===== src/verilog/icache_defs.svh =====
// cache geometry and reset constants, included by the packages and the RTL that sizes from them
`ifndef ICACHE_DEFS_SVH
`define ICACHE_DEFS_SVH

////////////////////
// geometry
////////////////////

// associativity, number of parallel ways
`define ICACHE_WAYS 4
// number of sets, also the number of flush cycles
`define ICACHE_SETS 16
// one cache line, the refill unit
`define ICACHE_LINE_BITS 128
// one fetch word
`define ICACHE_WORD_BITS 32
// physical fetch address
`define ICACHE_ADDR_BITS 16

////////////////////
// replacement
////////////////////

// reset value of the victim LFSR, must be non-zero
`define ICACHE_LFSR_SEED 8'hA5

`endif


===== src/verilog/icache_addr_pkg.sv =====
// address field types of the instruction cache, imported by every block that slices a fetch address
package icache_addr_pkg;

`include "icache_defs.svh"

  ////////////////////
  // address fields
  ////////////////////

  // full physical fetch address
  typedef logic [`ICACHE_ADDR_BITS-1:0] addr_t;

  // byte offset inside one line
  typedef logic [$clog2(`ICACHE_LINE_BITS / 8)-1:0] offset_t;

  // set number
  typedef logic [$clog2(`ICACHE_SETS)-1:0] index_t;

  // what is left above index and offset
  typedef logic [`ICACHE_ADDR_BITS-$bits(index_t)-$bits(offset_t)-1:0] tag_t;

  // the same address split into its fields, msb first
  typedef struct packed {
    tag_t    tag;
    index_t  index;
    offset_t offset;
  } addr_fields_t;

endpackage


===== src/verilog/icache_data_pkg.sv =====
// payload types of the instruction cache, words, lines, way numbers and the tag entry
package icache_data_pkg;

`include "icache_defs.svh"

  import icache_addr_pkg::*;

  // number of address bits that pick a word inside a line
  localparam int unsigned WORD_SEL_BITS = $clog2(`ICACHE_LINE_BITS / `ICACHE_WORD_BITS);

  typedef logic [`ICACHE_WORD_BITS-1:0] word_t;
  typedef logic [`ICACHE_LINE_BITS-1:0] line_t;

  // binary way number and one-hot way mask
  typedef logic [$clog2(`ICACHE_WAYS)-1:0] way_idx_t;
  typedef logic [`ICACHE_WAYS-1:0]         way_oh_t;

  // one entry of the tag memory, valid bit on top
  typedef struct packed {
    logic valid;
    tag_t tag;
  } tag_entry_t;

  // pick the fetch word addressed by offset out of a line
  function automatic word_t word_of_line(line_t line, offset_t offset);
    logic [WORD_SEL_BITS-1:0] sel;
    sel = offset[$bits(offset_t)-1 -: WORD_SEL_BITS];
    return line[sel * `ICACHE_WORD_BITS +: `ICACHE_WORD_BITS];
  endfunction

endpackage


===== src/verilog/icache_array_if.sv =====
// bundle between the cache controller and the way arrays, instantiated once in the cache top
`timescale 1ns/1ps

interface icache_array_if
  import icache_addr_pkg::*;
  import icache_data_pkg::*;
();

  // array commands, at most one of rd/wr/clr per cycle
  logic    rd_en;
  logic    wr_en;
  logic    clr_en;
  // compare result is wanted this cycle
  logic    cmp_en;

  // set to access, and tag/offset of the request in compare
  index_t  index;
  tag_t    tag;
  offset_t offset;
  // refill line to store in the victim way
  line_t   wline;

  // lookup result
  logic    hit;
  word_t   hit_word;

  modport ctrl (
    output rd_en, wr_en, clr_en, cmp_en, index, tag, offset, wline,
    input  hit, hit_word
  );

  modport ways (
    input  rd_en, wr_en, clr_en, cmp_en, index, tag, offset, wline,
    output hit, hit_word
  );

endinterface


===== src/verilog/icache_ctrl.sv =====
// control FSM of the instruction cache, sequences lookups, refills and set clearing
`timescale 1ns/1ps

`include "icache_defs.svh"

module icache_ctrl
  import icache_addr_pkg::*;
  import icache_data_pkg::*;
(
  input  logic         clk_i,
  input  logic         rst_ni,
  // fetch port
  input  logic         req_i,
  input  addr_t        addr_i,
  output logic         ready_o,
  output logic         valid_o,
  output word_t        rdata_o,
  // flush request
  input  logic         flush_i,
  // refill request
  output logic         mem_req_o,
  output addr_t        mem_addr_o,
  input  logic         mem_ack_i,
  // refill return, always consumed
  input  logic         mem_rtrn_vld_i,
  input  line_t        mem_rtrn_line_i,
  // performance counter
  output logic         miss_o,
  icache_array_if.ctrl arr
);

  typedef enum logic [1:0] {FLUSH, IDLE, READ, MISS} state_e;

  state_e       state_d;
  state_e       state_q;
  // incoming address split into fields
  addr_fields_t req_f;
  // request in compare or refill
  addr_fields_t addr_q;
  logic         accept;
  // flush seen while a request is in flight
  logic         flush_d;
  logic         flush_q;
  // set being cleared
  index_t       flush_cnt_q;
  logic         flush_done;

  assign req_f      = addr_fields_t'(addr_i);
  assign accept     = req_i & ready_o;
  assign flush_done = (flush_cnt_q == index_t'(`ICACHE_SETS - 1));

  ////////////////////
  // main FSM
  ////////////////////

  always_comb begin
    state_d    = state_q;
    flush_d    = flush_q | flush_i;
    ready_o    = 1'b0;
    valid_o    = 1'b0;
    mem_req_o  = 1'b0;
    miss_o     = 1'b0;
    arr.rd_en  = 1'b0;
    arr.wr_en  = 1'b0;
    arr.clr_en = 1'b0;
    rdata_o    = arr.hit_word;

    unique case (state_q)
      // clear one set per cycle, later flushes fold into this one
      FLUSH: begin
        arr.clr_en = 1'b1;
        flush_d    = 1'b0;
        if (flush_done) begin
          state_d = IDLE;
        end
      end
      // a request wins over a flush in the same cycle
      IDLE: begin
        ready_o = 1'b1;
        if (req_i) begin
          arr.rd_en = 1'b1;
          state_d   = READ;
        end else if (flush_d) begin
          state_d = FLUSH;
        end
      end
      // arrays answer now
      READ: begin
        if (arr.hit) begin
          valid_o = 1'b1;
          if (flush_d) begin
            state_d = FLUSH;
          end else begin
            // back-to-back hit, read the next set right away
            ready_o = 1'b1;
            state_d = IDLE;
            if (req_i) begin
              arr.rd_en = 1'b1;
              state_d   = READ;
            end
          end
        end else begin
          // hold the refill request until it is taken
          mem_req_o = 1'b1;
          if (mem_ack_i) begin
            miss_o  = 1'b1;
            state_d = MISS;
          end
        end
      end
      // forward the word straight from the returning line
      MISS: begin
        rdata_o = word_of_line(mem_rtrn_line_i, addr_q.offset);
        if (mem_rtrn_vld_i) begin
          valid_o   = 1'b1;
          arr.wr_en = 1'b1;
          state_d   = flush_d ? FLUSH : IDLE;
        end
      end
      default: begin
        state_d = FLUSH;
      end
    endcase
  end

  ////////////////////
  // array addressing
  ////////////////////

  // new index on a read, counter while clearing, held request otherwise
  always_comb begin
    if (arr.clr_en) begin
      arr.index = flush_cnt_q;
    end else if (arr.rd_en) begin
      arr.index = req_f.index;
    end else begin
      arr.index = addr_q.index;
    end
  end

  assign arr.cmp_en = (state_q == READ);
  assign arr.tag    = addr_q.tag;
  assign arr.offset = addr_q.offset;
  assign arr.wline  = mem_rtrn_line_i;

  // refills are always whole lines
  assign mem_addr_o = {addr_q.tag, addr_q.index, offset_t'(0)};

  ////////////////////
  // registers
  ////////////////////

  always_ff @(posedge clk_i or negedge rst_ni) begin
    if (!rst_ni) begin
      state_q     <= FLUSH;
      flush_q     <= 1'b0;
      flush_cnt_q <= '0;
    end else begin
      state_q <= state_d;
      flush_q <= flush_d;
      // wraps to zero after the last set
      if (arr.clr_en) begin
        flush_cnt_q <= flush_cnt_q + 1'b1;
      end
    end
  end

  always_ff @(posedge clk_i) begin
    if (accept) begin
      addr_q <= req_f;
    end
  end

  state_legal: assert property (@(posedge clk_i) disable iff (!rst_ni)
    state_q inside {FLUSH, IDLE, READ, MISS})
    else $error("icache ctrl: illegal FSM state");

  // a refill must never land on a set that is being cleared
  wr_clr_excl: assert property (@(posedge clk_i) disable iff (!rst_ni)
    !(arr.wr_en && arr.clr_en))
    else $error("icache ctrl: refill write during clear");

endmodule


===== src/flat_wrapper.sv =====
// flat-port wrapper written by rule: the top's interface ports become plain ports
module icache_ctrl_flat import icache_addr_pkg::*; import icache_data_pkg::*;
  (clk_i, rst_ni, req_i, addr_i, ready_o, valid_o, rdata_o, flush_i, mem_req_o, mem_addr_o, mem_ack_i, mem_rtrn_vld_i, mem_rtrn_line_i, miss_o, arr_rd_en, arr_wr_en, arr_clr_en, arr_cmp_en, arr_index, arr_tag, arr_offset, arr_wline, arr_hit, arr_hit_word);
  icache_array_if arr_i ();
  input  logic clk_i;
  input  logic rst_ni;
  input  logic req_i;
  input  addr_t addr_i;
  output logic ready_o;
  output logic valid_o;
  output word_t rdata_o;
  input  logic flush_i;
  output logic mem_req_o;
  output addr_t mem_addr_o;
  input  logic mem_ack_i;
  input  logic mem_rtrn_vld_i;
  input  line_t mem_rtrn_line_i;
  output logic miss_o;
  output wire logic [$bits(arr_i.rd_en)-1:0] arr_rd_en;
  output wire logic [$bits(arr_i.wr_en)-1:0] arr_wr_en;
  output wire logic [$bits(arr_i.clr_en)-1:0] arr_clr_en;
  output wire logic [$bits(arr_i.cmp_en)-1:0] arr_cmp_en;
  output wire logic [$bits(arr_i.index)-1:0] arr_index;
  output wire logic [$bits(arr_i.tag)-1:0] arr_tag;
  output wire logic [$bits(arr_i.offset)-1:0] arr_offset;
  output wire logic [$bits(arr_i.wline)-1:0] arr_wline;
  input wire logic [$bits(arr_i.hit)-1:0] arr_hit;
  input wire logic [$bits(arr_i.hit_word)-1:0] arr_hit_word;
  assign arr_rd_en = arr_i.rd_en;
  assign arr_wr_en = arr_i.wr_en;
  assign arr_clr_en = arr_i.clr_en;
  assign arr_cmp_en = arr_i.cmp_en;
  assign arr_index = arr_i.index;
  assign arr_tag = arr_i.tag;
  assign arr_offset = arr_i.offset;
  assign arr_wline = arr_i.wline;
  assign arr_i.hit = arr_hit;
  assign arr_i.hit_word = arr_hit_word;
  icache_ctrl u_core (.clk_i(clk_i), .rst_ni(rst_ni), .req_i(req_i), .addr_i(addr_i), .ready_o(ready_o), .valid_o(valid_o), .rdata_o(rdata_o), .flush_i(flush_i), .mem_req_o(mem_req_o), .mem_addr_o(mem_addr_o), .mem_ack_i(mem_ack_i), .mem_rtrn_vld_i(mem_rtrn_vld_i), .mem_rtrn_line_i(mem_rtrn_line_i), .miss_o(miss_o), .arr(arr_i));
endmodule

===== config.mk =====
export PLATFORM = sky130hd
export DESIGN_NAME = icache_ctrl_flat
export DESIGN_NICKNAME = d
export VERILOG_FILES = /design/src/verilog/icache_addr_pkg.sv /design/src/verilog/icache_data_pkg.sv /design/src/verilog/icache_array_if.sv /design/src/verilog/icache_ctrl.sv /design/src/flat_wrapper.sv
export VERILOG_INCLUDE_DIRS = /design/src /design/src/verilog
export SDC_FILE = /design/constraint.sdc
export NUM_CORES = 1
export LEC_CHECK = 0
export ABC_AREA = 1
export BUFFER_PORTS_ARGS = -buffer_cell sky130_fd_sc_hd__buf_2
export CAP_MARGIN = 20
export CORE_AREA = 5 5 147 149
export DETAILED_ROUTE_END_ITERATION = 7
export DIE_AREA = 0 0 152 154
export RECOVER_POWER = 100
export SLEW_MARGIN = 20
export SYNTH_ARGS = -nofsm -noshare
export SYNTH_HDL_FRONTEND = slang
export SYNTH_SLANG_ARGS = --single-unit

===== constraint.sdc =====
create_clock -name clk_i -period 5.6 [get_ports clk_i]
set_input_delay 0.28 -clock clk_i [delete_from_list [all_inputs] [get_ports clk_i]]
set_output_delay 0.28 -clock clk_i [all_outputs]
set_load 0.02 [all_outputs]

==> flow_summary_export.csv <==
group,metric,value,unit
finish,nets,946,
routing,met1_length,6520,µm
routing,met2_length,7470,µm
die,num_rows,52,
die,start_util,17.3,%
run_status,violations,"max-capacitance violations, max-slew violations",
clock_network,cts_root_buf,"clkbuf_16",
routing,ant_nets,0,
place,io_buffer_count,378,
clock_network,cts.sinks,23,
power,intPower,0.577,mW
worst_setup_path,r2r-end,"u_core.arr.offset[2]",
timing,min_period_over_period,67.9,%
finish,drive_gt1_share,25.0,%
power,comb_power_share,66.0,%
routing,drc_errors,0,
routing,met3WireLength,1360,µm
flow_run,drv_cap,1,
power,clockPowerShare,12.8,%
power,seqPwrFrac,21.3,%
clock_network,cts_buffers,3,
worst_setup_path,critPathMaxFanout,37,
routing,highest_layer,"met5",
worst_setup_path,arrival,3520,ps
yosys,syn_area_per_cell,6.47,µm²
clock_network,post_cts_resize_count,0,
timing,rsz0062_at_grt,"no",
routing,vias,4230,
yosys,ys_ff_latch,23,
clock_network,cts_buffer_depth,2,
grt,grt_max_degree,67,
power,power_density,295,nW/µm²
run_status,status,"complete, but fails checks",
yosys,ys_seq_area_share,19.0,%
timing,tns,0,ps
timing,finalCriticalPeriod,3800,ps
die,ios,383,
worst_setup_path,cp.required,5320,ps
power,ir_drop,0.213,mV
worst_setup_path,cpPeakStageDelay,1110,ps
timing,clock-skew-final,5.67,ps
grt,grt_pass1_vias,4101,
timing,setup_ws,1800,ps
routing,wire_per_inst,15.3,µm
die,die_w,152,µm
yosys,synth_cell_type_count,25,
finish,syn2layout_area_growth,25.0,%
clock_network,insertion_delay,260,ps
worst_setup_path,reg2regPathDepth,8,
worst_setup_path,crit_slowest_cell,"ha_1",
min_path,holdPathEnd,"u_core.arr.tag[0]",
worst_setup_path,reg2reg_from,"u_core.state_q[0]",
timing,slew_headroom,-19.4,%
clock_network,post-cts-setup-buffers,0,
power,netSwitchingFraction,54.8,%
grt,track_usage,11.9,%
worst_setup_path,crit_chain,"ha_1 -> clkbuf_1 -> nor2_1 -> a31oi_1 -> clkbuf_1",
power,power_leakage,1.96,nW
timing,setup_viol,0,
worst_setup_path,path_class,"reg2out",
timing,hold_viol,0,
min_path,hold_path_class,"in2reg",
timing,report.final.slew_viol_count,65,
routing,totalWireLength,15800,µm
place,place_hpwl,13200,µm
die,dieArea,23400,µm²
grt,antenna_found_initial,2,
worst_setup_path,start_kind,"flop",
clock_network,hold_buffers,1,
timing,worstMarginPinSlew,1790,ps
yosys,mappedNetlistArea,3460,µm²
die,die_h,154,µm
clock_network,cts_tree,"yes",
power,power_switching,0.699,mW
grt,grt_first_pass_wirelength,23100,µm
yosys,yosys_warnings,0,
worst_setup_path,cp-end-kind,"primary output",
clock_network,htree_levels,1,
place,post-place-ws,2870,ps
finish,fill_cells,2443,
worst_setup_path,r2r_setup_slack,3350,ps
yosys,synthCells,535,
routing,first_pass_iters,5,
die,core_area,20000,µm²
clock_network,path_clk_slew,70,ps
routing,drt_iter0_drc,268,
routing,viasPerCell,4.12,
place,gp_congestion,0.906,
grt,grt.overflow.total,0,
worst_setup_path,crit_path_frequent_cell,"clkbuf_1",
timing,max_clock_freq,263,MHz
min_path,hold_depth,1,
min_path,worstHoldStart,"addr_i[8]",
worst_setup_path,cp-startpoint,"u_core.state_q[0]",
synthesized netlist by cell type:
library cell	n	share of area (%)
nor2_1	165	18
buf_4	141	31
o21ai_0	45	6.5
a31oi_1	32	5.8
nand2_1	31	3.4
o21ai_1	23	3.3
inv_1	20	2.2
edfxtp_1	16	14
buf_6	10	3.3
clkbuf_1	8	0.87
dfrtp_1	7	5.1
buf_2	6	0.87
ha_1	6	2.2
nand3_1	6	0.87
nand4_1	5	0.90
clkbuf_2	3	0.43
a21oi_1	2	0.29
xor2_1	2	0.51
buf_1	1	0.11
conb_1	1	0.11
inv_2	1	0.11
nand2_2	1	0.18
nor2_4	1	0.33
nor3_1	1	0.14
xnor2_1	1	0.25
routing by layer:
metal / vias to the layer above / global-route usage, %
met1: 1944 / 14.8
met2: 232 / 20.0
met3: 20 / 3.37
met4: 2 / 3.34
li1: 2032 / -
met5: - / 0
final cells by class:
class | count | area [µm²] | area share, %
Timing Repair Buffer | 383 | 1680 | 38.9
Multi-Input combinational cell | 325 | 1480 | 34.3
Sequential cell | 23 | 656 | 15.2
Tap cell | 270 | 338 | 7.81
Inverter | 21 | 78.8 | 1.82
Clock buffer | 3 | 75.1 | 1.74
Clock inverter | 1 | 7.51 | 0.174
Antenna cell | 1 | 2.50 | 0.0579
logic make-up (layout without fill, tap and decap cells):
group,count (synthesis),in the layout,synth area share [%]
buf+inv,190,408,38.4
simple gates,210,210,23.7
xor+xnor,3,3,0.760
flops,23,23,19.0
fa+ha+maj,6,6,2.17
other cells,1,5,0.108
compound gates,102,102,15.9
power by group through the flow:
stage | Sequential [mW] | Clock [mW] | Combinational, mW
after CTS | 0.271 | 0.167 | 0.895
after floorplan | 0.284 | 0 | 0.643
after global placement | 0.273 | 0 | 0.890
after detailed placement | 0.273 | 0 | 0.890
final | 0.271 | 0.163 | 0.841
after global routing | 0.277 | 0.173 | 0.941
cells in the final DEF (no fill, tap or decap), drive strengths merged:
master / count
clkinvlp: 1
o21ai: 68
nand2: 32
xnor2: 1
nor2: 166
nand3: 6
nand4: 5
clkbuf: 201
edfxtp: 16
conb: 4
nor3: 1
inv: 21
diode: 1
ha: 6
buf: 184
a21oi: 2
xor2: 2
a31oi: 32
dlygate4sd3: 1
dfrtp: 7
flip-flops by register name, summed over array words and instances (netlist names):
register            flops
u_core.arr.tag          8
u_core.state_q          2
u_core.mem_addr_o       4
u_core.flush_q          1
u_core.flush_cnt_q      4
u_core.arr.offset       4
critical path: cells and delay by family, from the launching register on:
family | cells | cell delay [ps]
adders and majority gates | 1 | 1110
buffers and inverters | 2 | 1300
and+or+nand+nor | 1 | 150
AOI/OAI and AO/OA | 1 | 280
DFF | 1 | 390
per-stage QoR:
step                      area (µm²)  utilization, %  instances  power, mW  hold WS (ps)
after floorplan                 3470               -        538      0.927         -15.6
after global placement          4480            22.4       1021       1.16           126
after detailed placement        4480            22.4       1021       1.16           127
after CTS                       4580            22.8       1026       1.33           184
after global routing            4320            21.6       1027       1.39           179
final                           4320            21.6       1027       1.28           187
worst max path at each step:
stage,end,cells after the start
finish,rdata_o[3],5
global placement,rdata_o[31],5
CTS,rdata_o[31],5
detailed placement,rdata_o[31],5
floorplan,u_core.arr.offset[0],8
global route,rdata_o[3],5
Power figures use the tool's default switching activity.
